## src/source/scb_types_pkg.sv

```systemverilog
// =========================================================================
// Scoreboard widths and sizes
// =========================================================================

package scb_types_pkg;

	// Architectural register count, register 0 reads as zero
	localparam int NREGS = 64;

	// Number of reorder buffer entries, kept a power of two
	localparam int ROB_ENTRIES = 8;

	// Width of one architectural data word
	localparam int DATA_BITS = 64;

	// Index widths follow from the sizes above
	localparam int REG_BITS = $clog2(NREGS);
	localparam int TAG_BITS = $clog2(ROB_ENTRIES);

	// A register number
	typedef logic [REG_BITS-1:0] reg_idx_t;

	// A reorder entry index, also used as the producer tag of a register
	typedef logic [TAG_BITS-1:0] rob_tag_t;

	// A data word as held in the register file
	typedef logic [DATA_BITS-1:0] word_t;

endpackage

```

## src/source/reg_valid_tracker.sv

```systemverilog
// =========================================================================
// Register valid bits
// =========================================================================
`timescale 1ns/10ps

module reg_valid_tracker
	import scb_types_pkg::*;
(
	input  logic              clk,
	input  logic              rst,
	input  logic              alloc0_wr,
	input  reg_idx_t          alloc0_tgt,
	input  logic              alloc1_wr,
	input  reg_idx_t          alloc1_tgt,
	input  logic              commit0_wr,
	input  reg_idx_t          commit0_tgt,
	input  rob_tag_t          commit0_tag,
	input  logic              commit1_wr,
	input  reg_idx_t          commit1_tgt,
	input  rob_tag_t          commit1_tag,
	input  logic [TAG_BITS:0] src_tag0,
	input  logic [TAG_BITS:0] src_tag1,
	input  logic              branchmiss,
	output logic [NREGS-1:0]  valid_bits
);

	logic [NREGS-1:0] valid_next;
	logic             match0;
	logic             match1;

	// A commit only counts when it comes from the newest live producer
	// An older writer retiring must not expose a register still pending
	assign match0 = src_tag0[TAG_BITS] && (src_tag0[TAG_BITS-1:0] == commit0_tag);
	assign match1 = src_tag1[TAG_BITS] && (src_tag1[TAG_BITS-1:0] == commit1_tag);

	// =====================================================================
	// Next state
	// =====================================================================

	// Later assignments override earlier ones, so the order below is the
	// priority with dispatch applied last
	always_comb begin
		valid_next = valid_bits;

		// Nothing stays in flight after a miss
		if (branchmiss)
			valid_next = '1;

		if (commit0_wr && match0)
			valid_next[commit0_tgt] = 1'b1;
		if (commit1_wr && match1)
			valid_next[commit1_tgt] = 1'b1;

		// A new producer hides the register again even if an older one
		// retires into it in the same cycle
		if (alloc0_wr)
			valid_next[alloc0_tgt] = 1'b0;
		if (alloc1_wr)
			valid_next[alloc1_tgt] = 1'b0;

		// Register 0 has no producer
		valid_next[0] = 1'b1;
	end

	// =====================================================================
	// Valid register
	// =====================================================================

	always_ff @(posedge clk) begin
		if (rst)
			valid_bits <= '1;
		else
			valid_bits <= valid_next;
	end

	// The buffer filters register 0 before an allocation reaches this block
	assert property (@(posedge clk) disable iff (rst)
		!(alloc0_wr && alloc0_tgt == '0) && !(alloc1_wr && alloc1_tgt == '0));

endmodule

```

## config.mk

```make
export PLATFORM = sky130hd
export DESIGN_NAME = reg_valid_tracker
export DESIGN_NICKNAME = d
export VERILOG_FILES = /design/src/source/scb_types_pkg.sv /design/src/source/reg_valid_tracker.sv
export SDC_FILE = /design/constraint.sdc
export NUM_CORES = 1
export LEC_CHECK = 0
export BUFFER_PORTS_ARGS = -buffer_cell sky130_fd_sc_hd__buf_2
export CORE_UTILIZATION = 30
export CTS_CLUSTER_DIAMETER = 100
export DETAILED_ROUTE_END_ITERATION = 16
export SLEW_MARGIN = 20
export SYNTH_ARGS = -nofsm -noshare
export SYNTH_HDL_FRONTEND = slang
export SYNTH_SLANG_ARGS = --single-unit
```

## constraint.sdc

```tcl
create_clock -name clk -period 2.26 [get_ports clk]
set_clock_uncertainty 0.15 [all_clocks]
set_input_delay 0.113 -clock clk [delete_from_list [all_inputs] [get_ports clk]]
set_output_delay 0.113 -clock clk [all_outputs]
set_load 0.1 [all_outputs]
```

* Word level (Yosys, flattened, before mapping)
Index checks and enable logic that the tools add are counted.
Cells by class: bitwise gates (word level) 6, eq/ne operators 2, reductions and logical operators 8, $lt $le $gt $ge 8, multiplexer cells 13
Operators by type and width (number):
- 64-bit two-way mux | 5
- 64-bit bitwise AND | 2
- 64-bit NOT | 2
- 64-bit bitwise OR | 2
- 6-bit by 7-bit less-than comparator with 1-bit output, second input constant | 4
- 1-bit demux with 6-bit select | 4
- 6-bit by 1-bit greater-or-equal comparator with 1-bit output, second input constant | 4
- 1-bit logical AND | 8
- 3-bit equality test | 2
- 1-bit two-way mux | 4
Word-level totals: output and inout port bits 64, bits of input ports 45, register bits after elaboration 64

* Logic depth before layout (Yosys ltp)
depth after elaboration 12, depth in mapped cells 7, mapped depth without buffers 4

* Worst setup path before layout
OpenSTA, ideal clock, no wires.
kind register to register, start point reg valid_bits[43], end point reg valid_bits[43], setup time 0.058 ns, arrival time 1.270 ns, stages on the path, launching flop included 4, setup slack 0.782 ns, path buffers 0, cell sequence dfxtp_1 nor2_1 o31ai_1 o22a_1
Between the ends: cells in the longest elaborated chain, start to end 9
RTL lines:
- start, declared | RTL line reg_valid_tracker.sv:24 | output logic [NREGS-1:0] valid_bits
- start signal, assigned | RTL line reg_valid_tracker.sv:73 | valid_bits <= valid_next;
- 64-bit two-way mux (*) | RTL line reg_valid_tracker.sv:46 | if (branchmiss)
- 64-bit bitwise OR (no source line)
- 64-bit two-way mux (*) | RTL line reg_valid_tracker.sv:49 | if (commit0_wr && match0)
- 64-bit bitwise OR (no source line)
- 64-bit two-way mux (*) | RTL line reg_valid_tracker.sv:51 | if (commit1_wr && match1)
- 64-bit bitwise AND (no source line)
- 64-bit two-way mux (*) | RTL line reg_valid_tracker.sv:56 | if (alloc0_wr)
- 64-bit bitwise AND (no source line)
- 64-bit two-way mux (*) | RTL line reg_valid_tracker.sv:58 | if (alloc1_wr)
Mark *: on every way between the ends. The rest lies on a longest branch, timed or not. A chain may end at the register's enable or synchronous reset.

* Worst setup path in the final report
start point reg valid_bits[21], end point out valid_bits[21]
No word-level cell between the ends.

==> impl_metrics.toml <==
[synth]
postSynthCellCount = 516
synthArstFlopShare = 0
syn_area_per_cell_sq_um = 8.30
synth_area_leaders = "dfxtp_1 (29%), a311oi_1 (12%), a22oi_1 (9.8%)"
synth_fp_nets = 561
synth_edf_count = 0
synth_commonest_cells = "dfxtp_1 (63), nand3_1 (61), a311oi_1 (59)"
yosysMostFrequentCell = "dfxtp_1"
ys_ff_latch = 63
synth_top_area_share = 0.295
ys_types = 40
ys_dominant_reg_cell = "dfxtp_1"
syn-cell-area_sq_um = 4280
yosys.area.top_type = "dfxtp_1"
ys_warn_count = 0
ys_seq_area_frac = 0.295

[die]
fp.dieH_um = 121
die_area_sq_um = 14800
core_area_sq_um = 13900
rows = 43
ioPinCount = 109
dieWidth_um = 121
start_util = 0.308

[layout]
syn2layout_area_growth_pct = 23.5
ff_latch_area_sq_um = 1260
nets = 632
fillerInstances = 1452
multiInputGateArea_sq_um = 2720
drive_gt1_frac = 0.274
layout.cells.non_filler = 772
largest_reg_flops = 63
diodes = 0
top_regs = "valid_bits (63)"
largest-register = "valid_bits"

[worst_setup_path]
crit_buf_inv = 1
endpoint_kind = "output pin"
cp_max_fo = 2
critPathMaxStageDelay_ns = 0.45
crit_family = "buffers and inverters"
path_cells = "buf_2"
worst-endpoint-required_ns = 2.00
worst_path_max_delay_cell = "buf_2"
crit_type = "flip-flop to output pin"
crit_arrival_ns = 1.17
cp-start-kind = "flip-flop"

[timing]
whs_ns = 0.145
fin_crit_ns = 1.44
tightest_slew_ns = 0.799
fmax_mhz = 695
final_hold_viol_count = 0
setup_viol = 0
rsz0062_at_grt = "false"
slew-limit-headroom = 0.465
slew_viol_final = 0
tns_ns = 0
period_share = 0.636
worst_slack_ns = 0.822

[grt]
overflow = 0
grt_antenna_before_repair = 0
grt_max_degree = 64
grt_pass1_vias = 4602
grt_usage = 0.235
grt_pass1_wl_um = 26100

[drt]
wire_per_inst_um = 22.6
drc_errors = 0
ant_nets = 0
vias = 4992
first_pass_iters = 6
wirelength_um = 17400
vias_per_cell = 6.47
first_iter_violations = 647

[power]
ir_worst_vdd_mv = 0.390
leakage_nw = 1.72
power_density_nw_per_um2 = 638
total_power_mw = 3.37

[placement]
portBuffers = 107
finalWeightedCongestion = 0.966
post-place-ws_ns = 0.421
dp_hpwl_um = 12100
place_inst = 756

[flow_run]
maxCapViolations = 0

[run_status]
outcome = "completed"

[min_path]
hold_path_class = "input port to flip-flop"

[cts]
cts_resized = 0
clock_latency_ns = 0.33
htreeDepth = 3
cts_buffer_depth = 2
root_buffer = "clkbuf_16"
cts_made_buffers = 9
clk_pin_slew_ns = 0.06
post_cts.repair.setup_buffers = 0
ctsHoldBuffers = 0
cts_tree = "yes"
cts.sink_count = 63
==> power breakdown <==
part,internal [mW],switching [mW],leakage (nW)
Clock,1.19,0.554,0.176
Sequential,1.12,0.00699,0.511
Combinational,0.130,0.367,1.04
Total,2.44,0.928,1.72
==> through the flow <==
step           area (sq um)  utilization
2_1_floorplan          4280            -
3_3_place_gp           4920        0.354
3_5_place_dp           4920        0.354
4_1_cts                5290        0.381
5_1_grt                5290        0.381
6_report               5290        0.381
==> per-layer routing <==
layer	vias up	global-route usage	routed length [um]
li1	2201	-	-
met3	41	0.0569	2040
met4	0	0.0895	500
met2	352	0.354	7690
met1	2398	0.319	7190
met5	-	0	0
==> cell families after synthesis <==
logic type,count (synthesis),share of synthesized area
AOI/OAI and AO/OA,189,0.347
DFF,63,0.295
buffers and inverters,70,0.0713
and+or+nand+nor,187,0.272
other,1,0.000876
xor gates and xnor gates,6,0.0140
==> layout make-up <==
cell class              count  area share
well taps                 180      0.0426
flip-flops and latches     63       0.238
clock buffers               9      0.0426
repair buffers            125       0.132
multi-input cells         383       0.514
clock inverters             7      0.0274
inverters                   5     0.00355
==> cells in the final DEF, fill, tap and decap left out, types with 2 or more instances in the layout <==
| master | count |
|---|---|
| a22oi_1 | 56 |
| nor4bb_1 | 2 |
| and4b_1 | 5 |
| a2bb2oi_1 | 35 |
| nand3_1 | 61 |
| buf_2 | 107 |
| nand3b_1 | 5 |
| xor2_1 | 5 |
| and4bb_2 | 4 |
| inv_1 | 5 |
| buf_4 | 16 |
| buf_12 | 2 |
| nor3b_2 | 10 |
| nor2_1 | 36 |
| nor3_1 | 10 |
| clkinv_4 | 2 |
| bufinv_16 | 4 |
| nor3b_1 | 7 |
| a21oi_1 | 25 |
| and3_1 | 9 |
| o31ai_1 | 4 |
| nor4_4 | 2 |
| a32oi_1 | 6 |
| and3b_1 | 7 |
| clkbuf_16 | 9 |
| dfxtp_1 | 63 |
| and2_1 | 4 |
| nand2_1 | 8 |
| o22a_1 | 4 |
| and4_1 | 2 |
| nor2b_1 | 8 |
| a311oi_1 | 59 |
==> worst paths after layout <==
check	from	end	slack (ns)	depth (start not counted)
worst max register to register	valid_bits[59]	valid_bits[59]	1.29	3
worst min register to register	valid_bits[25]	valid_bits[25]	0.38	2
worst max-delay path	valid_bits[21]	valid_bits[21]	0.82	1
worst min-delay path	commit0_tgt[1]	valid_bits[60]	0.15	4
Power figures use the tool's default switching activity.
