File: src/source/scb_types_pkg.sv
// =========================================================================
// Scoreboard widths and sizes
// =========================================================================

package scb_types_pkg;

	// Architectural register count, register 0 reads as zero
	localparam int NREGS = 64;

	// Number of reorder buffer entries, kept a power of two
	localparam int ROB_ENTRIES = 8;

	// Width of one architectural data word
	localparam int DATA_BITS = 64;

	// Index widths follow from the sizes above
	localparam int REG_BITS = $clog2(NREGS);
	localparam int TAG_BITS = $clog2(ROB_ENTRIES);

	// A register number
	typedef logic [REG_BITS-1:0] reg_idx_t;

	// A reorder entry index, also used as the producer tag of a register
	typedef logic [TAG_BITS-1:0] rob_tag_t;

	// A data word as held in the register file
	typedef logic [DATA_BITS-1:0] word_t;

endpackage

File: src/source/reg_source_table.sv
// =========================================================================
// Register producer table
// =========================================================================
`timescale 1ns/10ps

module reg_source_table
	import scb_types_pkg::*;
(
	input  logic              clk,
	input  logic              rst,
	input  logic              alloc0_wr,
	input  reg_idx_t          alloc0_tgt,
	input  rob_tag_t          alloc0_tag,
	input  logic              alloc1_wr,
	input  reg_idx_t          alloc1_tgt,
	input  rob_tag_t          alloc1_tag,
	input  reg_idx_t          commit0_tgt,
	input  reg_idx_t          commit1_tgt,
	input  logic              branchmiss,
	output logic [TAG_BITS:0] src_tag0,
	output logic [TAG_BITS:0] src_tag1
);

	// Newest producer tag per register
	rob_tag_t src_q [NREGS];

	// Set while the stored tag names an entry that has not been flushed
	logic [NREGS-1:0] live_q;

	// A flush leaves no register with an outstanding producer
	always_ff @(posedge clk) begin
		if (rst || branchmiss) begin
			live_q <= '0;
		end
		else begin
			if (alloc0_wr)
				live_q[alloc0_tgt] <= 1'b1;
			if (alloc1_wr)
				live_q[alloc1_tgt] <= 1'b1;
		end
	end

	// Slot 1 is younger so it is written last and wins on equal targets
	always_ff @(posedge clk) begin
		if (alloc0_wr)
			src_q[alloc0_tgt] <= alloc0_tag;
		if (alloc1_wr)
			src_q[alloc1_tgt] <= alloc1_tag;
	end

	// Lookups see the table as it was before this cycle's dispatch
	// The live flag rides along in the top bit
	assign src_tag0 = {live_q[commit0_tgt], src_q[commit0_tgt]};
	assign src_tag1 = {live_q[commit1_tgt], src_q[commit1_tgt]};

endmodule

File: config.mk
export PLATFORM = sky130hd
export DESIGN_NAME = reg_source_table
export DESIGN_NICKNAME = d
export VERILOG_FILES = /design/src/source/scb_types_pkg.sv /design/src/source/reg_source_table.sv
export SDC_FILE = /design/constraint.sdc
export NUM_CORES = 1
export LEC_CHECK = 0
export BUFFER_PORTS_ARGS = -buffer_cell sky130_fd_sc_hd__buf_2
export CELL_PAD_IN_SITES_DETAIL_PLACEMENT = 1
export CELL_PAD_IN_SITES_GLOBAL_PLACEMENT = 2
export CORE_UTILIZATION = 51
export CTS_BUF_LIST = sky130_fd_sc_hd__clkbuf_4 sky130_fd_sc_hd__clkbuf_8
export DETAILED_ROUTE_END_ITERATION = 8
export PLACE_DENSITY = 0.89
export SETUP_SLACK_MARGIN = 0.4
export SYNTH_ARGS = -nofsm -noshare
export SYNTH_HDL_FRONTEND = slang
export SYNTH_SLANG_ARGS = --single-unit
File: constraint.sdc
create_clock -name clk -period 5.2 [get_ports clk]
set_input_delay 1.04 -clock clk [delete_from_list [all_inputs] [get_ports clk]]
set_output_delay 1.04 -clock clk [all_outputs]
set_load 0.02 [all_outputs]
Word-level counts from Yosys, hierarchy flattened
Memory sizes are Yosys's and may differ from the RTL's.
Index checks and enable logic that the tools add are counted.
{"block": "word_totals", "reg_bits": 64, "mem_bits_rw": 192, "input_bits": 35, "word_cells": 28, "mem_count": 1}
{"block": "classes", "n_lt_le_gt_ge": 6, "n_mux": 15, "bitwise_logic": 2, "reduce_logical": 3}
{"memory": "src_q", "words": 64, "width": 3, "read_ports": 2, "rd_ports_with_merged_regs": 0, "write_ports": 2, "line_no": "reg_source_table.sv:25", "source": "rob_tag_t src_q [NREGS];"}
{"op": "two-way mux 64 bit", "n": 3}
{"op": "bitwise OR 64 bit", "n": 2}
{"op": "less-than comparator 6 x 7 -> 1 bit (second input constant)", "n": 4}
{"op": "binary-select mux 1 bit (select 6 bit)", "n": 2}
{"op": "demux 1 bit (select 6 bit)", "n": 2}
{"op": "greater-or-equal comparator 6 x 1 -> 1 bit (second input constant)", "n": 2}
{"op": "two-way mux 1 bit", "n": 8}
{"op": "logical AND 1 bit", "n": 2}
{"op": "logical OR 1 bit", "n": 1}

Depth between registers and ports, before layout
Gate-level depths: netlist of run 1.
{"block": "depth", "depth_word": 9, "ltp_mapped": 7, "ltp_nobuf": 5}

Worst setup path before layout of run 1
OpenSTA, ideal clock, no wires.
{"block": "synth_timing", "kind": "input to output", "start": "in commit1_tgt[0]", "end": "out src_tag1[0]", "t_arrival_ns": 2.577, "required_ns": 4.160, "setup_slack_ns": 1.583, "path_stages": 6, "n_path_buf": 2, "path_cell_list": "buf_4 buf_2 mux4_2 a22oi_1 nand4_1 mux2_2"}
{"block": "synth_via", "elab_chain_cells": 1}
{"item": "start, declared", "line_no": "reg_source_table.sv:18", "source": "input reg_idx_t commit1_tgt,"}
{"item": "memory (64 x 3 bit)"}
{"item": "end, declared", "line_no": "reg_source_table.sv:21", "source": "output logic [TAG_BITS:0] src_tag1"}
Every way passes these cells.

Worst setup path in the final report of run 1
{"block": "layout_timing", "start": "in commit1_tgt[2]", "end": "out src_tag1[0]"}
Same word-level chain as after synthesis.

==> results.txt, run 1 <==
DR pass1 iterations: 5
I/O pins: 43
Status: finished, final reports clean
Number of global-route vias before repair: 11477
Final Util: 56.9%
R2R Path End: live_q[31]$_SDFF_PP0_
Final Hold Fails: 0
Routability cong.: 0.960
Clock power share: 41.2%
Switching share of power: 26.0%
Synth area leaders: edfxtp_1 (38%), mux4_2 (19%), mux2_2 (15%), dfxtp_1 (8.5%), o21a_1 (3.2%)
Synthesized Nets: 1130
Top cell type's share of synthesized area: 38.2%
CTS max path bufs: 3
Seq pwr share: 46.6%
N_diodes: 0
Post-synth EDFFs: 192
Chip height: 174 um
Synth-to-layout area growth: 9.21%
Leading area contributor after synthesis: edfxtp_1
Critical Path AT: 3.51 ns
Reg2reg start: live_q[31]$_SDFF_PP0_
Setup violations, final: 0
Via count: 11111
Hold Crit Start: live_q[44]$_SDFF_PP0_
Post-route setup TNS: 0 ns
Register bit count reported by yosys: 256
Vias/cell: 7.30
Post-route ant nets: 0
CTS buffer count: 46
TritonCTS clock tree: yes
R2R depth: 1
WL/cell: 34.3 um
Die X: 174 um
Dpl cell area: 15500 sq um
Tmin final: 4.55 ns
Full die area: 30300 sq um
Clock skew: 0 ns
Max IR drop VDD: 0.226 mV
Avg Synthesized Cell Area: 13.8 sq um
Min-Delay Path Depth: 1
Top FF cell, synth: edfxtp_1
Synth cell types: 43
Slew of the pin with the lowest slew margin: 1.13 ns
Pleak: 5.32 nW
Input/output buffers: 42
WL final: 52.3 mm
CP Capture Type: primary output
Grt ovf: 0
Sink Count: 256
Asr flop ratio synth: 0%
Comb power frac: 12.2%
Post-CTS setup buffer count: 0
DR iter-0 viols: 1526
Fin crit share: 87.4%
Worst Path Max Fanout: 21
Switching pwr: 1.24 mW
Hold Crit Class: reg -> reg
CP Class: in -> out
Reg clk slew, reported paths: 0.06 ns
Crit path from: commit1_tgt[2]
Power Internal: 3.55 mW
Hold_buf cts: 0
First-pass GRT wire length: 77.4 mm
Max Cap Viol: 0
Yosys warns: 0
Cts repair resizes: 0
Mapped cell area: 15100 sq um
Inst Count DP: 1438
Power Density: 291 nW/um^2
Antenna violations before repair: 1
Achievable frequency: 220 MHz
Gr usage total: 35.1%
Reg-to-reg setup timing slack: 4.55 ns
Cell count after synthesis: 1095
Largest net degree at the start of global routing: 39
Fin cells: 1522
Core area: 28900 sq um
Clock root buffer: clkbuf_8
Post-synthesis sequential area ratio: 46.7%
Starting Density: 52.1%
Residual DRC count: 0
Worst setup SP type: input port
Max_slew headroom: 24.2%
Share of layout cells above drive strength 1: 41.5%
Design area: 16500 sq um
CP required: 4.16 ns
Clk_lat worst skew: 0.56 ns
Hold Slack: 0.489 ns
Setup crit end: src_tag1[0]
HPWL after detailed placement: 35.6 mm
Num rows: 62
RSZ-0062 raised after global routing: false
Depth of the CTS H-tree: 2
Fin nets: 1137
Fin. max-slew vios: 0
## logic make-up (layout without fill, tap and decap cells)
logic type / count (synthesis) / count (layout) / synth area share (%)
buffers and inverters: 107 / 150 / 3.19
muxes: 333 / 333 / 34.4
DFF: 256 / 256 / 46.7
AOI/OAI and AO/OA: 201 / 201 / 9.20
and+or+nand+nor: 198 / 198 / 6.50
## layout by cell type (no fill, tap or decap), types with 4 or more instances in the layout
cell      count
dfxtp_1      64
o21a_1       64
or2_2         4
mux4_2      127
o21bai_1      7
buf_12        4
nand2b_1     15
clkbuf_4     20
clkbuf_8     52
nor3_1       13
o221ai_1     10
o22ai_1      49
nand4_1       5
a211oi_1      4
mux2i_1       9
a22o_1        5
nand3_1      26
nand3b_1      9
nor2b_1      18
nor2_1       45
edfxtp_1    192
a22oi_1      13
nand2_1      46
clkinv_1     10
o21ai_0      34
buf_4        21
and3_1        4
mux2_2      196
buf_2        40
a31oi_1       5
a21oi_1       5
## registers in the layout, indices dropped and copies added (netlist names)
name	cells
src_q	192
live_q	64
## worst max-delay path, stage by stage
cell and delay (ns):
buf_2 0.44, inv_1 0.51, nand3_1 0.28, o22ai_1 0.14, nor4_1 0.62, mux2_2 0.29, buf_2 0.16
## how the worst min path moves through the flow
stage	endpoint
after floorplan	live_q[14]$_SDFF_PP0_
after global placement	live_q[13]$_SDFF_PP0_
after detailed placement	live_q[13]$_SDFF_PP0_
after CTS	live_q[13]$_SDFF_PP0_
after global routing	live_q[13]$_SDFF_PP0_
final	live_q[44]$_SDFF_PP0_
## routing by layer
layer	up-vias	GRT usage, %	part of all wire, %
met3	169	7.20	10
met1	5781	46.8	39
met2	725	55.9	46
met4	0	15.5	4.8
li1	4436	-	-
met5	-	0	0
## power groups by stage
stage / registers (mW) / logic [mW] / clock network, mW
after floorplan: 2.27 / 0.378 / 0
after global placement: 2.27 / 0.552 / 0
after detailed placement: 2.28 / 0.565 / 0
after CTS: 2.23 / 0.569 / 1.97
after global routing: 2.24 / 0.601 / 2.06
final: 2.23 / 0.584 / 1.97
## metrics by stage
step           worst slack (ns)  power [mW]
3_3_place_gp              0.735        2.83
5_1_grt                   0.632        4.89
3_5_place_dp              0.745        2.84
2_1_floorplan              1.58        2.65
6_report                  0.653        4.79
4_1_cts                   0.742        4.78
## synth_stat cells (all sizes together), types with 13 or more instances
library cell and instances:
a22oi 13, buf 31, clkbuf 75, dfxtp 64, edfxtp 192, mux2 196
mux4 128, nand2 46, nand2b 15, nand3 26, nor2 46, nor2b 18
nor3 13, o21a 64, o21ai 34, o22ai 49
## area by class of cell
cell class              count  area (sq um)
clock inverters            12          75.1
flip-flops and latches    256          7050
multi-input cells         732          7560
inverters                   1          3.75
well taps                 384           480
repair buffers             65           438
clock buffers              72           866
fillers                  2816         12500
Power figures use the tool's default switching activity.
==> run 2, diff against run 1 <==
- CELL_PAD_IN_SITES_GLOBAL_PLACEMENT: 2 -> 1
- PLACE_DENSITY: 0.89 -> 0.79
==> results.txt, run 2 (synthesis gave the netlist of run 1 again) <==
Clk_lat worst skew: 0.56 ns
Cts repair resizes: 0
Fin. max-slew vios: 0
Number of global-route vias before repair: 11152
Status: finished, final reports clean
Max IR drop VDD: 0.144 mV
Sink Count: 256
WL final: 49.6 mm
RSZ-0062 raised after global routing: false
Post-route setup TNS: 0 ns
Met1 Use GR: 45.5%
Residual DRC count: 0
Regs by FF count: src_q (192), live_q (64)
Hold_buf cts: 0
CP required: 4.16 ns
Slew of the pin with the lowest slew margin: 1.01 ns
Met3 Use GR: 7.46%
Antenna violations before repair: 2
Share of layout cells above drive strength 1: 42.0%
Clock root buffer: clkbuf_8
Starting Density: 52.1%
Synth-to-layout area growth: 9.21%
Chip height: 174 um
Achievable frequency: 227 MHz
CP Capture Type: primary output
Clock skew: 0 ns
Worst Path Max Fanout: 29
GRT met2 Usage: 50.8%
Max_slew headroom: 33.0%
Final Util: 56.9%
Routability cong.: 0.920
Most Crowded Layer GR: met2
Total Power: 4.76 mW
Worst setup SP type: input port
CTS buffer count: 45
Most frequent cells in the layout: mux2_2 (196), edfxtp_1 (192), mux4_2 (127), o21a_1 (64), dfxtp_1 (64)
Reg with most FFs: src_q
TritonCTS clock tree: yes
Fin crit share: 84.6%
DR iter-0 viols: 1278
I/O pins: 43
Power Density: 289 nW/um^2
Grt ovf: 0
Largest register FFs: 192
CTS max path bufs: 3
Max Cap Viol: 0
Tmin final: 4.40 ns
DR pass1 iterations: 6
CP Class: in -> out
Most common cell after layout, fill and taps aside: mux2_2
Pleak: 5.33 nW
Vias/cell: 7.14
Num rows: 62
Depth of the CTS H-tree: 2
First-pass GRT wire length: 73.2 mm
Fin nets: 1135
Filler instances: 2813
Setup violations, final: 0
Gr usage total: 33.1%
Post-route ant nets: 0
Die X: 174 um
Full die area: 30300 sq um
Via count: 10862
Critical Path AT: 3.36 ns
Input/output buffers: 42
Largest net degree at the start of global routing: 65
WL/cell: 32.6 um
Final Hold Fails: 0
Hold Crit Class: reg -> reg
HPWL after detailed placement: 33.7 mm
Reg clk slew, reported paths: 0.05 ns
Core area: 28900 sq um
Post-CTS setup buffer count: 0
-- run 2: power breakdown --
part	switching, mW	total, mW	internal, mW
Clock	0.871	1.95	1.08
Combinational	0.348	0.574	0.225
Sequential	0.0134	2.23	2.22
Total	1.23	4.76	3.53
-- run 2: through the flow --
step	worst slack, ns	hold WS, ns	cell area (sq um)	instances
floorplan	1.58	0.449	15100	1095
global placement	0.832	0.459	15500	1437
detailed placement	0.811	0.475	15500	1437
CTS	0.807	0.489	16500	1521
global route	0.691	0.507	16500	1522
finish	0.802	0.488	16500	1522
-- run 2: worst paths after layout --
| check | start | to | slack [ns] | cells after the start |
|---|---|---|---|---|
| min reg2reg | live_q[21]$_SDFF_PP0_ | live_q[21]$_SDFF_PP0_ | 0.49 | 1 |
| max | commit0_tgt[0] | src_tag0[3] | 0.80 | 7 |
| max reg2reg | live_q[0]$_SDFF_PP0_ | live_q[0]$_SDFF_PP0_ | 4.55 | 1 |
| min | live_q[21]$_SDFF_PP0_ | live_q[21]$_SDFF_PP0_ | 0.49 | 1 |
-- run 2: cell type report --
class | instances | area [sq um] | area share (%)
multi-input combinational | 732 | 7560 | 45.9
sequential | 256 | 7050 | 42.8
clock buffer | 76 | 896 | 5.44
tap | 384 | 480 | 2.92
timing repair buffer | 64 | 443 | 2.69
clock inverter | 8 | 37.5 | 0.228
inverter | 1 | 3.75 | 0.0228
antenna | 1 | 2.50 | 0.0152
-- run 2: layer usage --
layer	share of wire (%)	routed length [um]	vias to the layer above
li1	-	-	4426
met1	39	19400	5575
met2	46	22800	704
met3	11	5330	155
met4	4.0	1990	2
met5	0.026	13	-
-- run 2: critical path: stages --
cell	delay, ns
buf_4	0.50
mux4_2	0.57
nor2b_1	0.15
a2111oi_2	0.48
nor3_1	0.16
o32a_1	0.26
buf_2	0.18
==> run 3, diff against run 2 <==
- CORE_UTILIZATION: 51 -> 49
- clock period: 5.2 -> 3.8 ns (I/O delays scaled with it)
==> results.txt, run 3 (synthesis gave the netlist of run 1 again) <==
Status: finished, final reports clean
Chip height: 177 um
Largest register FFs: 192
Largest net degree at the start of global routing: 65
Synth-to-layout area growth: 13.2%
Total Power: 6.81 mW
Post-route ant nets: 0
Depth of the CTS H-tree: 2
Clock skew: 0 ns
Clk_lat worst skew: 0.56 ns
CP required: 3.04 ns
Max IR drop VDD: 0.227 mV
Final Hold Fails: 0
Final Util: 57.0%
Sink Count: 256
Fin nets: 1167
Max Cap Viol: 0
Number of global-route vias before repair: 11598
WL/cell: 34.7 um
Share of layout cells above drive strength 1: 44.4%
Hold_buf cts: 0
Place WS: 0.197 ns
Slew of the pin with the lowest slew margin: 0.890 ns
Hold Crit Class: reg -> reg
Grt ovf: 0
Setup WS post-layout: 0.375 ns
Worst setup SP type: input port
Tmin final: 3.43 ns
Gr usage total: 35.1%
N_diodes: 0
DR pass1 iterations: 5
WL final: 54.0 mm
Num rows: 63
CP Class: in -> out
Fin crit share: 90.1%
Most common cell after layout, fill and taps aside: mux2_2
Routability cong.: 0.940
Most frequent cells in the layout: mux2_2 (196), edfxtp_1 (192), mux4_2 (127), o21a_1 (64), dfxtp_1 (64)
Die X: 177 um
RSZ-0062 raised after global routing: true
Reg clk slew, reported paths: 0.06 ns
Residual DRC count: 0
Vias/cell: 7.23
Worst Path Max Fanout: 12
Fin. max-slew vios: 0
I/O pins: 43
CP Capture Type: primary output
Max_slew headroom: 40.7%
Full die area: 31500 sq um
Clock root buffer: clkbuf_8
CTS buffer count: 46
Input/output buffers: 42
HPWL after detailed placement: 36.2 mm
CTS max path bufs: 3
Antenna violations before repair: 0
TritonCTS clock tree: yes
Pleak: 5.62 nW
DR iter-0 viols: 1427
Setup violations, final: 0
Regs by FF count: src_q (192), live_q (64)
Post-route setup TNS: 0 ns
Reg with most FFs: src_q
Via count: 11271
Achievable frequency: 292 MHz
Filler instances: 2889
Critical Path AT: 2.67 ns
First-pass GRT wire length: 79.3 mm
Core area: 30000 sq um
Starting Density: 50.3%
Power Density: 399 nW/um^2
## run 3: power breakdown
| group | internal, mW | switching (mW) | total (mW) | leakage [nW] |
|---|---|---|---|---|
| combinational | 0.356 | 0.506 | 0.862 | 2.83 |
| sequential | 3.04 | 0.0209 | 3.06 | 2.25 |
| clock | 1.67 | 1.22 | 2.89 | 0.539 |
## run 3: layout make-up
cell class,count,area (sq um),share of cell area [%]
sequential,256,7050,41.3
multi-input combinational,732,7660,44.9
clock buffer,64,818,4.79
tap,390,488,2.86
clock inverter,21,200,1.17
timing repair buffer,95,857,5.02
inverter,1,3.75,0.0220
## run 3: worst paths after layout
check | start | endpoint | slack (ns) | cells past startpoint
max | commit0_tgt[0] | src_tag0[2] | 0.37 | 7
min | live_q[57]$_SDFF_PP0_ | live_q[57]$_SDFF_PP0_ | 0.49 | 1
max reg2reg | live_q[9]$_SDFF_PP0_ | live_q[9]$_SDFF_PP0_ | 3.13 | 1
min reg2reg | live_q[57]$_SDFF_PP0_ | live_q[57]$_SDFF_PP0_ | 0.49 | 1
## run 3: worst max-delay path: stages
cell       delay, ns
buf_8           0.17
bufbuf_16       0.35
mux4_2          0.51
o22ai_1         0.33
nor3_2          0.14
a22o_1          0.24
buf_2           0.16
## run 3: per-stage QoR
step                hold WS [ns]  std cells  area, sq um
CTS                        0.490       1554        17000
floorplan                  0.449       1095        15100
finish                     0.487       1559        17100
detailed placement         0.474       1464        15700
global route               0.505       1559        17100
global placement           0.461       1464        15700
## run 3: routing by layer
| metal | GRT usage [%] | routed length, um | vias up |
|---|---|---|---|
| li1 | - | - | 4503 |
| met1 | 45.9 | 20300 | 5770 |
| met2 | 55.5 | 25400 | 826 |
| met3 | 7.93 | 5720 | 170 |
| met4 | 15.6 | 2600 | 2 |
| met5 | 2.40 | 99 | - |
## run 3: repair_timing
| item | in CTS | in global routing |
|---|---|---|
| setup endpoints to repair | 8 | 8 |
| endpoints found under the hold margin | 0 | 0 |
| resized for setup | 17 | 11 |
| pin swaps | 2 | 3 |
| setup buffers | 2 | 4 |
| cloned | 3 | 1 |
