==> src/source/scb_types_pkg.sv <==
// =========================================================================
// Scoreboard widths and sizes
// =========================================================================

package scb_types_pkg;

	// Architectural register count, register 0 reads as zero
	localparam int NREGS = 64;

	// Number of reorder buffer entries, kept a power of two
	localparam int ROB_ENTRIES = 8;

	// Width of one architectural data word
	localparam int DATA_BITS = 64;

	// Index widths follow from the sizes above
	localparam int REG_BITS = $clog2(NREGS);
	localparam int TAG_BITS = $clog2(ROB_ENTRIES);

	// A register number
	typedef logic [REG_BITS-1:0] reg_idx_t;

	// A reorder entry index, also used as the producer tag of a register
	typedef logic [TAG_BITS-1:0] rob_tag_t;

	// A data word as held in the register file
	typedef logic [DATA_BITS-1:0] word_t;

endpackage

==> src/source/scb_ctrl_pkg.sv <==
// =========================================================================
// Reorder control encodings
// =========================================================================

package scb_ctrl_pkg;

	// Life cycle of one reorder entry
	// An entry is issued at dispatch and done once its result arrives
	typedef enum logic [1:0] {
		ROB_EMPTY  = 2'd0,
		ROB_ISSUED = 2'd1,
		ROB_DONE   = 2'd2
	} rob_state_e;

	// At most this many done entries leave the head per cycle
	localparam int COMMIT_LANES = 2;

	// Dispatch only opens when a full pair of entries is free
	// so a two wide group never has to be split
	localparam int DISP_SLOTS = 2;

endpackage

==> src/source/reorder_buffer.sv <==
// =========================================================================
// Two wide reorder buffer
// =========================================================================
`timescale 1ns/10ps

module reorder_buffer
	import scb_types_pkg::*;
	import scb_ctrl_pkg::*;
#(
	parameter int rob_depth = 8,
	parameter int DATA_WIDTH = 64,
	localparam int TAG_W = $clog2(rob_depth)
) (
	input  logic                  clk,
	input  logic                  rst,
	input  logic                  disp_valid0,
	input  logic                  disp_wr0,
	input  reg_idx_t              disp_tgt0,
	input  logic                  disp_valid1,
	input  logic                  disp_wr1,
	input  reg_idx_t              disp_tgt1,
	output logic                  disp_ready,
	output logic [TAG_W-1:0]      disp_tag0,
	output logic [TAG_W-1:0]      disp_tag1,
	input  logic                  done_valid,
	input  logic [TAG_W-1:0]      done_tag,
	input  logic [DATA_WIDTH-1:0] done_value,
	input  logic                  branchmiss,
	output logic                  alloc0_wr,
	output reg_idx_t              alloc0_tgt,
	output logic [TAG_W-1:0]      alloc0_tag,
	output logic                  alloc1_wr,
	output reg_idx_t              alloc1_tgt,
	output logic [TAG_W-1:0]      alloc1_tag,
	output logic                  commit0_wr,
	output reg_idx_t              commit0_tgt,
	output logic [TAG_W-1:0]      commit0_tag,
	output logic [DATA_WIDTH-1:0] commit0_value,
	output logic                  commit1_wr,
	output reg_idx_t              commit1_tgt,
	output logic [TAG_W-1:0]      commit1_tag,
	output logic [DATA_WIDTH-1:0] commit1_value
);

	// Ring pointers and occupancy, count needs one bit more than a tag
	logic [TAG_W-1:0] head;
	logic [TAG_W-1:0] tail;
	logic [TAG_W:0]   count;
	logic [TAG_W:0]   free_slots;
	logic [TAG_W:0]   n_alloc;
	logic [TAG_W:0]   n_commit;

	// Per entry state and payload
	rob_state_e            state [rob_depth];
	logic                  ent_wr [rob_depth];
	reg_idx_t              ent_tgt [rob_depth];
	logic [DATA_WIDTH-1:0] ent_value [rob_depth];

	logic                    acc0;
	logic                    acc1;
	logic [TAG_W-1:0]        lane_idx [COMMIT_LANES];
	logic [COMMIT_LANES-1:0] lane_fire;

	// =====================================================================
	// Dispatch side
	// =====================================================================

	assign free_slots = (TAG_W+1)'(rob_depth) - count;

	// A flush cycle never takes new work
	assign disp_ready = !branchmiss && (free_slots >= (TAG_W+1)'(DISP_SLOTS));
	assign disp_tag0 = tail;
	assign disp_tag1 = tail + 1'b1;

	assign acc0 = disp_valid0 && disp_ready;
	assign acc1 = disp_valid1 && disp_ready;

	// Writes to register 0 are dropped here so no later block sees them
	assign alloc0_wr = acc0 && disp_wr0 && (disp_tgt0 != '0);
	assign alloc0_tgt = disp_tgt0;
	assign alloc0_tag = disp_tag0;
	assign alloc1_wr = acc1 && disp_wr1 && (disp_tgt1 != '0);
	assign alloc1_tgt = disp_tgt1;
	assign alloc1_tag = disp_tag1;

	assign n_alloc = (TAG_W+1)'(acc0) + (TAG_W+1)'(acc1);

	// =====================================================================
	// Commit side
	// =====================================================================

	// Each lane looks one entry further from the head
	// A lane retires only when every lane before it retires too
	always_comb begin
		lane_idx[0] = head;
		lane_fire[0] = (state[head] == ROB_DONE);
		n_commit = (TAG_W+1)'(lane_fire[0]);
		for (int i = 1; i < COMMIT_LANES; i++) begin
			lane_idx[i] = head + TAG_W'(i);
			lane_fire[i] = lane_fire[i-1] && (state[lane_idx[i]] == ROB_DONE);
			n_commit = n_commit + (TAG_W+1)'(lane_fire[i]);
		end
	end

	assign commit0_wr = lane_fire[0] && ent_wr[lane_idx[0]];
	assign commit0_tgt = ent_tgt[lane_idx[0]];
	assign commit0_tag = lane_idx[0];
	assign commit0_value = ent_value[lane_idx[0]];
	assign commit1_wr = lane_fire[1] && ent_wr[lane_idx[1]];
	assign commit1_tgt = ent_tgt[lane_idx[1]];
	assign commit1_tag = lane_idx[1];
	assign commit1_value = ent_value[lane_idx[1]];

	// =====================================================================
	// State update
	// =====================================================================

	always_ff @(posedge clk) begin
		if (rst || branchmiss) begin
			// A miss throws away everything still in flight
			head <= '0;
			tail <= '0;
			count <= '0;
			for (int i = 0; i < rob_depth; i++)
				state[i] <= ROB_EMPTY;
		end
		else begin
			// Results for entries that are not waiting are ignored
			if (done_valid && state[done_tag] == ROB_ISSUED)
				state[done_tag] <= ROB_DONE;
			for (int i = 0; i < COMMIT_LANES; i++)
				if (lane_fire[i])
					state[lane_idx[i]] <= ROB_EMPTY;
			// Free entries at the tail can never be at the head as well
			if (acc0)
				state[disp_tag0] <= ROB_ISSUED;
			if (acc1)
				state[disp_tag1] <= ROB_ISSUED;
			head <= head + n_commit[TAG_W-1:0];
			tail <= tail + n_alloc[TAG_W-1:0];
			count <= count + n_alloc - n_commit;
		end
	end

	// Target and write flag come in at dispatch, the value at completion
	always_ff @(posedge clk) begin
		if (done_valid && state[done_tag] == ROB_ISSUED)
			ent_value[done_tag] <= done_value;
		if (acc0) begin
			ent_wr[disp_tag0] <= alloc0_wr;
			ent_tgt[disp_tag0] <= disp_tgt0;
		end
		if (acc1) begin
			ent_wr[disp_tag1] <= alloc1_wr;
			ent_tgt[disp_tag1] <= disp_tgt1;
		end
	end

	// Occupancy stays within the ring across any mix of dispatch and commit
	assert property (@(posedge clk) disable iff (rst) count <= (TAG_W+1)'(rob_depth));

	// The younger slot never arrives alone
	assert property (@(posedge clk) disable iff (rst) disp_valid1 |-> disp_valid0);

endmodule

==> config.mk <==
export PLATFORM = sky130hd
export DESIGN_NAME = reorder_buffer
export DESIGN_NICKNAME = d
export VERILOG_FILES = /design/src/source/scb_types_pkg.sv /design/src/source/scb_ctrl_pkg.sv /design/src/source/reorder_buffer.sv
export SDC_FILE = /design/constraint.sdc
export NUM_CORES = 1
export LEC_CHECK = 0
export ABC_AREA = 0
export BUFFER_PORTS_ARGS = -buffer_cell sky130_fd_sc_hd__buf_2
export CAP_MARGIN = 5
export CORE_MARGIN = 2
export CORE_UTILIZATION = 60
export CTS_CLUSTER_SIZE = 8
export DETAILED_ROUTE_END_ITERATION = 12
export PLACE_DENSITY = 0.81
export RECOVER_POWER = 50
export SLEW_MARGIN = 0
export SYNTH_ARGS = -nofsm -noshare
export SYNTH_HDL_FRONTEND = slang
export SYNTH_SLANG_ARGS = --single-unit
==> constraint.sdc <==
create_clock -name clk -period 16.6 [get_ports clk]
set_input_delay 1.66 -clock clk [delete_from_list [all_inputs] [get_ports clk]]
set_output_delay 1.66 -clock clk [all_outputs]
set_load 0.02 [all_outputs]
-- Yosys cells after proc, flatten, opt, wreduce, memory -nomap -nowiden
Memory sizes are Yosys's and may differ from the RTL's. A register that Yosys moved wholly into a read port is not among the register bits.
Cells that the tools add are included.
- output and inout bits: 175
- register bits after elaboration: 10
- memory bits (writable): 584
- word-level logic and storage cells: 79
- memories kept: 4
- input port bits: 87
- memory list (memory ; words ; width ; read ports ; clocked after Yosys merged registers in ; write ports ; RTL line ; source):
    ent_value ; 8 ; 64 ; 2 ; 1 ; 1 ; reorder_buffer.sv:57 ; logic [DATA_WIDTH-1:0] ent_value [rob_depth];
    ent_tgt ; 8 ; 6 ; 2 ; 1 ; 2 ; reorder_buffer.sv:56 ; reg_idx_t ent_tgt [rob_depth];
    state ; 8 ; 2 ; 3 ; 1 ; 8 ; reorder_buffer.sv:54 ; rob_state_e state [rob_depth];
    ent_wr ; 8 ; 1 ; 2 ; 1 ; 2 ; reorder_buffer.sv:55 ; logic ent_wr [rob_depth];
- add/sub/neg operators: 9
- magnitude comparators: 1
- reduce and logical (&&, ||, !) cells: 20
- eq/ne operators: 3
- mux-type cells: 39
- operators with widths (operator ; count):
    2-to-1 mux 3 bit ; 9
    2-to-1 mux 1 bit ; 25
    nonzero test 6 bit ; 2
    logical AND 1 bit ; 11
    2-to-1 mux 2 bit ; 5
    OR reduction 2 bit ; 5
    adder 3 x 1 -> 3 bit (second input constant) ; 2
    adder 3 x 2 -> 3 bit ; 2
    adder 1 x 1 -> 2 bit ; 2
    adder 4 x 2 -> 4 bit ; 1
    equality test 2 bit (second input constant) ; 2
    >= comparator 4 x 2 -> 1 bit (second input constant) ; 1
    subtractor 4 x 2 -> 4 bit ; 1
    subtractor 4 bit (first input constant) ; 1
    equality test 2 x 1 -> 1 bit (second input constant) ; 1
    zero test 1 bit ; 1
    logical OR 1 bit ; 1

-- Longest topological paths before layout
Gate-level depths: netlist of run 1.
- depth after elaboration: 9
- gate-level depth with buffers: 16

-- Worst setup path after synthesis of run 1
OpenSTA, ideal clock, no wires.
- path type: input -> register
- start point: input port done_tag[1]
- end point: memory state[0][0] (netlist name)
- arrival: 8.247 ns
- cell stages on the path: 6
- path slack: 8.223 ns
- cell sequence: clkbuf_1 > mux2_2 > a221o_1 > a311oi_1 > or3b_2 > a21oi_1
- RTL lines (item ; RTL line ; source):
    from (decl) ; reorder_buffer.sv:26 ; input logic [TAG_W-1:0] done_tag,
    to (decl) ; reorder_buffer.sv:54 ;

-- Worst setup path in the final report of run 1
- start point: register head[2] (netlist: commit0_tag[2])
- end point: output port commit1_value[1]
- cells in the longest elaborated chain, start to end: 2
- ends and longest elaborated chain (item ; RTL line ; source):
    from (decl) ; reorder_buffer.sv:46 ; logic [TAG_W-1:0] head;
    from (signal assigned) ; reorder_buffer.sv:139 ; head <= head + n_commit[TAG_W-1:0];
    adder 3 x 1 -> 3 bit ; reorder_buffer.sv:99 ; lane_idx[i] = head + TAG_W'(i);
    memory (8 x 64 bit) ; n/a ;
    to (decl) ; reorder_buffer.sv:42 ; output logic [DATA_WIDTH-1:0] commit1_value
Every way passes these cells.

==> results of run 1 <==
## cell families (layout without fill, tap and decap cells)
family                     Yosys count  count (layout)
buffers and inverters              192             435
DFF                                594             594
AOI/OAI and AO/OA                  622             622
adders and majority gates           15              15
other                                0              10
xor gates and xnor gates             8               8
and+or+nand+nor                    275             275
muxes                               73              73
## path summary, 6_finish.rpt
| kind | start | end | slack, ns | cells after the start |
|---|---|---|---|---|
| max | commit0_tag[2] | commit1_value[1] | 9.53 | 8 |
| max reg2reg | state[3][0] | ent_value[3][20] | 11.71 | 4 |
| min | state[5][1] | state[5][1] | 0.56 | 2 |
| min reg2reg | state[5][1] | state[5][1] | 0.56 | 2 |
## per-stage QoR
stage / hold WS (ns) / instance area [um^2] / total power (uW)
6_report: 0.557 / 29700 / 3270
5_1_grt: 0.584 / 29700 / 3340
4_1_cts: 0.552 / 29800 / 3280
3_5_place_dp: 0.534 / 27600 / 1790
3_3_place_gp: 0.512 / 27600 / 1790
2_1_floorplan: 0.451 / 25900 / 1750
## routing by layer
metal	vias up	wire length, um
li1	7934	-
met4	6	4600
met1	9470	27600
met2	1871	38000
met3	386	11700
met5	-	37
## critical path, delay by kind of cell, from the launching register on
family / cells / cell delay [ns]
compound gates: 1 / 0.25
xor+xnor: 1 / 1.18
buf+inv: 4 / 2.23
flops: 1 / 0.29
simple gates: 2 / 0.81
## power by group
group | total, uW | switching, uW | internal (uW) | leakage (uW)
registers | 1660 | 6.85 | 1660 | 0.00532
clock network | 1500 | 576 | 929 | 0.00110
logic | 102 | 70.1 | 32.3 | 0.00304
## layout make-up
| class | instances | area share |
|---|---|---|
| clock buffer | 100 | 0.0743 |
| multi-input combinational | 993 | 0.254 |
| sequential | 594 | 0.593 |
| antenna | 10 | 0.000844 |
| inverter | 37 | 0.00472 |
| timing repair buffer | 296 | 0.0494 |
| tap | 546 | 0.0230 |
| clock inverter | 2 | 0.00156 |
## state kept, by name (all words and copies together) (netlist names)
register	count
state	16
commit0_tag	3
ent_wr	8
ent_value	512
count	4
alloc0_tag	3
ent_tgt	48
## cell usage after synthesis, drive strengths merged, types with 4 or more instances
cell type,n,area share
nor3,17,0.0041
and3,5,0.0012
inv,35,0.0051
xnor2,5,0.0024
a21oi,6,0.0012
buf,26,0.0074
o21ai,7,0.0014
or3b,4,0.0014
nor2b,4,0.00097
ha,11,0.0053
edfxtp,568,0.66
o22ai,4,0.00097
nand3,5,0.00097
nor2,28,0.0041
a2111oi,4,0.0014
and2,12,0.0029
nand2b,5,0.0012
a211oi,6,0.0017
clkbuf,129,0.019
fa,4,0.0031
a221oi,6,0.0020
nand4,147,0.036
mux2i,15,0.0058
mux2,56,0.025
and3b,4,0.0014
nand2,24,0.0035
dfxtp,26,0.020
a22oi,561,0.16
==> metrics.md, run 1 <==
| Metric | Value |
|---|---|
| Run status | `finished with violations` |
| Violated checks | `capacitance limit, slew limit` |
| Vias per Instance | `about 7.6` |
| CTS Buffer Depth | `3` |
| Crit path launch type | `flop` |
| # rows | `76` |
| Syn Area/Cell | `14.5 um^2` |
| Max IR drop VDD | `around 0.10 mV` |
| CP Capture Type | `output port` |
| Critical path fanouts, max | `67` |
| Final Hold Viols | `0` |
| Die width | `212 um` |
| Setup TNS | `0 ns` |
| Multiplexer share of the synthesized area | `0.0328` |
| # fillers | `2850` |
| Worst setup path class | `reg -> out` |
| Clk_skew | `0.0204 ns` |
| Register Area | `17600 um^2` |
| Post-CTS setup buffer count | `0` |
| CTS tree | `yes` |
| Global Route met3 Usage | `0.0984` |
| Initial antenna violation count | `9` |
| Slowest CP cell | `xnor2_1` |
| Commonest non-fill, non-tap cells in the layout | `edfxtp_1, a22oi_1, buf_2` |
| Post-route insts no fill | `2578` |
| Vias in the first global route | `19800` |
| Hold crit path type | `reg -> reg` |
| Asr flop ratio synth | `0` |
| Post-route ant nets | `0` |
| Largest net degree at the start of global routing | `slightly above 70` |
| Cts repair resizes | `0` |
| Die area | `44800 um^2` |
| Synth Area in Compound Gates | `0.181` |
| # setup viols final | `0` |
| GRT Max-Usage Layer | `met2` |
| First DRT Iteration DRCs | `roughly 3300` |
| Number of remaining DRC errors | `0` |
| Post-Synth Simple-Gate Area | `0.0633` |
| RSZ-0062 raised after global routing | `false` |
| Max Fclk | `about 0.14 GHz` |
| Sink Count | `594` |
| Synth warn | `0` |
| Boundary Pins | `about 260` |
| Post-Synth Adder-Cell Area | `0.00842` |
| Die Y | `around 210 um` |
| Sequential element share of the synthesized area | `0.680` |
| Synth Register Bits | `around 600` |
| PD cells | `110 nW/um^2` |
| Synthesized net count | `1881` |
| CORE AREA | `42800 um^2` |
| Clk Latency, worst-skew pair | `0.60 ns` |
| Crit path time final | `7.07 ns` |
| Final period util | `0.426` |
| Worst slack at placement | `11.28 ns` |
| Post-DP HPWL | `43500 um` |
| CTS root buf | `clkbuf_16` |
| Total Nets Final | `about 2100` |
| CTS clk-pin slew, worst paths | `0.05 ns` |
| Main combinational cell family by area after synthesis | `compound AO/OA/AOI/OAI gates` |
| Worst slew pin tran | `4.14 ns` |
| Htree depth | `3` |
| Worst EP arrival | `5.41 ns` |
| Xor/xnor share of the synthesized area | `0.00344` |
| WL final | `82000 um` |
| Synth Flop Type | `edfxtp_1` |
| Multi-input gate area | `~7500 um^2` |
| Starting density of the core | `0.604` |
| Most common cell after layout, fill and taps aside | `edfxtp_1` |
| Grt met1 use | `0.452` |
| Mapped Area | `25900 um^2` |
| Crit path cell chain | `clkbuf_1 -> xnor2_1 -> clkinv_1 -> nor3_2 -> buf_4 -> a22oi_1 -> nand4_1 -> buf_2` |
| Critical Path Max Stage Delay | `1.18 ns` |
| Port Buffers | `261` |
| Overall routing resource usage | `0.359` |
| CTS Buf Count | `84` |
| First-pass GRT wire length | `119000 um` |
| Layout area overhead | `14.7%` |
| Met2 usage | `0.560` |
| Slew margin rel. | `-1.76` |
| CP required | `between 10 and 15 ns` |
| Max-Cap Viols | `6` |
| Hold buffer count at CTS | `0` |
| Final core occ | `0.693` |
| WL/cell | `31.8 um` |
| First-pass DRT Iterations | `6` |
| Cells after DPL | `2466` |
| Layout cells sized above 1 | `0.193` |
| Vias | `19700` |
| EDFF count, synth | `568` |
| Total gr overflow | `0` |
| Slew Limit Fails | `116` |
| P_leak | `0.00946 uW` |
| Synth Instances | `1779` |
| Unique masters post-synth | `63` |
| GPL Wtd Cong | `0.907` |
| Setup WS post-layout | `approximately 9.5 ns` |
Note: power is estimated with default switching activity, not from simulation.
==> run 2: changes to the inputs <==
--- a/config.mk
+++ b/config.mk
@@ -9,10 +9,10 @@
 export BUFFER_PORTS_ARGS = -buffer_cell sky130_fd_sc_hd__buf_2
 export CAP_MARGIN = 5
 export CORE_MARGIN = 2
-export CORE_UTILIZATION = 60
+export CORE_UTILIZATION = 53
 export CTS_CLUSTER_SIZE = 8
 export DETAILED_ROUTE_END_ITERATION = 12
-export PLACE_DENSITY = 0.81
+export PLACE_DENSITY = 0.76
 export RECOVER_POWER = 50
 export SLEW_MARGIN = 0
 export SYNTH_ARGS = -nofsm -noshare
==> constraint.sdc (replaced) <==
create_clock -name clk -period 6.3 [get_ports clk]
set_input_delay 0.63 -clock clk [delete_from_list [all_inputs] [get_ports clk]]
set_output_delay 0.63 -clock clk [all_outputs]
set_load 0.02 [all_outputs]
==> run 2 against run 1 <==
Net effect: the flow still finishes with violations (capacitance limit, slew limit); final cell count increased by 2.9%; worst hold slack got worse by 0.26 ns; final area increased by 0.98%; via count decreased by 0.34%; sequential share of layout area decreased by 0.58 points; setup slack got worse by 8.0 ns; first-iteration DRC count decreased by 20%; clock skew decreased by 0.0032 ns; count of clock-buffer cells in the layout decreased by 3; critical path type unchanged; largest power group unchanged.
==> metrics.md, run 2 (synthesis gave the netlist of run 1 again) <==
| Metric | Value |
|---|---|
| GPL Wtd Cong | `0.865 (was 0.907)` |
| Slowest CP cell | `nor2_4 (was xnor2_1)` |
| Layout cells sized above 1 | `0.197 (was 0.193)` |
| Worst setup path class | `reg -> out (unchanged)` |
| Boundary Pins | `262 (unchanged)` |
| Sink Count | `594 (unchanged)` |
| Setup WS post-layout | `1.57 ns (was 9.53 ns)` |
| # fillers | `3431 (was 2850)` |
| Final Cell Area | `30000 um^2 (was 29700 um^2)` |
| Hold wc startpoint | `rst (was state[5][1])` |
| Commonest non-fill, non-tap cells in the layout | `edfxtp_1, a22oi_1, buf_2 (unchanged)` |
| CP Capture Type | `output port (unchanged)` |
| Critical Path Start | `commit0_tag[1] (was commit0_tag[2])` |
| Die Y | `225 um (was 212 um)` |
| Crit path time final | `between 4 and 5 ns` |
| Max-Cap Viols | `6 (unchanged)` |
| Top Registers | `ent_value: 512 flops, ent_tgt: 48 flops, state: 16 flops (unchanged)` |
| Reg with most FFs | `ent_value (unchanged)` |
| Setup TNS | `0 ns (unchanged)` |
| CTS tree | `yes (unchanged)` |
| Critical path fanouts, max | `48 (was 67)` |
| Vias in the first global route | `19800 (about the same)` |
| CP required | `5.67 ns (was 14.94 ns)` |
| Hold crit path type | `in -> reg (was reg -> reg)` |
| First-pass GRT wire length | `123000 um (was 119000 um)` |
| Hold buffer count at CTS | `0 (unchanged)` |
| Post-CTS setup buffer count | `0 (unchanged)` |
| Most common cell after layout, fill and taps aside | `edfxtp_1 (unchanged)` |
| Critical Path Max Stage Delay | `0.83 ns (was 1.18 ns)` |
| Port Buffers | `261 (unchanged)` |
| # setup viols final | `0 (unchanged)` |
| Worst EP arrival | `4.10 ns (was 5.41 ns)` |
| Clk_skew | `0.0171 ns (was 0.0204 ns)` |
| WL final | `84500 um (was 82000 um)` |
| Vias per Instance | `7.39 (was 7.63)` |
| First-pass DRT Iterations | `6 (unchanged)` |
| CTS Buffer Depth | `3 (unchanged)` |
| Top Family by Delay on Critical Path | `simple AND/OR/NAND/NOR gates (was buffers and inverters)` |
| Vias | `19600 (was 19700)` |
| Cts repair resizes | `0 (unchanged)` |
| First DRT Iteration DRCs | `2650 (was 3306)` |
| Worst slack at placement | `2.32 ns (was 11.28 ns)` |
| CORE AREA | `47900 um^2 (was 42800 um^2)` |
| Crit path cell chain | `ha_1 -> xnor2_4 -> clkinv_1 -> nor2_4 -> buf_12 -> a22oi_1 -> nand4_1 -> buf_2 (was clkbuf_1 -> xnor2_1 -> clkinv_1 -> nor3_2 -> buf_4 -> a22oi_1 -> nand4_1 -> buf_2)` |
| Die area | `50600 um^2 (was 44800 um^2)` |
| # rows | `80 (was 76)` |
| Slew margin rel. | `-0.712 (was -1.76)` |
| Buffers & Inverters on Critical Path | `3 (was 4)` |
| Violated checks | `capacitance limit, slew limit (unchanged)` |
| Layout area overhead | `15.9% (was 14.7%)` |
| RR Startpoint | `state[4][1] (was state[3][0])` |
| WL/cell | `31.8 um (about the same)` |
| CTS Buf Count | `84 (unchanged)` |
| RSZ-0062 raised after global routing | `false (unchanged)` |
| Max Fclk | `0.211 GHz` |
| Total Nets Final | `2115 (was 2108)` |
| CTS clk-pin slew, worst paths | `0.05 ns (about the same)` |
| Run status | `finished with violations (unchanged)` |
| Die width | `225 um (was 212 um)` |
| Post-route ant nets | `0 (unchanged)` |
| Slew Limit Fails | `149 (was 116)` |
| Final period util | `0.751` |
| Number of remaining DRC errors | `0 (unchanged)` |
| Initial antenna violation count | `11 (was 9)` |
| Clk Latency, worst-skew pair | `0.63 ns (was 0.60 ns)` |
| WHS | `0.297 ns (was 0.557 ns)` |
| Max IR drop VDD | `0.223 mV (was 0.104 mV)` |
| Worst R2R Setup Slack | `1.91 ns (was 11.71 ns)` |
| Placed instance area | `27800 um^2 (was 27600 um^2)` |
| Largest net degree at the start of global routing | `71 (was 72)` |
| CTS root buf | `clkbuf_16 (unchanged)` |
| Max reg flops | `512 (unchanged)` |
| Htree depth | `3 (unchanged)` |
| Post-DP HPWL | `45800 um (was 43500 um)` |
| Starting density of the core | `0.539 (was 0.604)` |
| P_leak | `0.00954 uW (was 0.00946 uW)` |
| Total gr overflow | `0 (unchanged)` |
| Worst slew pin tran | `2.57 ns (was 4.14 ns)` |
| Crit path launch type | `flop (unchanged)` |
| PD cells | `290 nW/um^2 (was 110 nW/um^2)` |
| Overall routing resource usage | `0.328 (was 0.359)` |
| Final Hold Viols | `0 (unchanged)` |
run 2: worst paths after layout:
path / endpoint / cells after the start
setup reg to reg: ent_value[0][7] / 5
setup / recovery: commit1_value[50] / 8
hold / removal: state[5][0] / 2
hold reg to reg: state[7][0] / 2
run 2: final cells by class:
| class | count | area, um^2 | area share |
|---|---|---|---|
| clock buffer | 97 | 2190 | 0.0732 |
| antenna | 8 | 20.0 | 0.000668 |
| multi-input combinational | 993 | 7580 | 0.253 |
| clock inverter | 7 | 115 | 0.00384 |
| tap | 615 | 769 | 0.0257 |
| timing repair buffer | 303 | 1560 | 0.0520 |
| inverter | 37 | 140 | 0.00468 |
| sequential | 594 | 17600 | 0.587 |
run 2: layer usage:
layer	GRT usage	share of wire	vias to the layer above
li1	-	-	7977
met1	0.413	0.35	9659
met2	0.515	0.47	1663
met3	0.0896	0.13	293
met4	0.186	0.048	8
met5	0	0.00069	-
run 2: worst register-to-register path, stage by stage, from the launching register on:
cell and delay [ns]:
dfxtp_1 0.36, mux2_2 0.28, a221o_1 0.42, a311oi_1 0.52
clkbuf_1 1.52, buf_4 0.86
run 2: power breakdown:
group          leakage [uW]  internal (uW)  total, uW  switching [uW]
Combinational       0.00310           89.6        276             187
Sequential          0.00532           4360       4380            17.3
Clock               0.00112           2430       4020            1590
run 2: metrics by stage:
step                utilization  cells  total power, uW
floorplan                     -   1779             4610
global placement          0.579   2541             4720
detailed placement        0.579   2541             4730
CTS                       0.627   2645             8710
global route              0.625   2651             8870
finish                    0.625   2654             8680
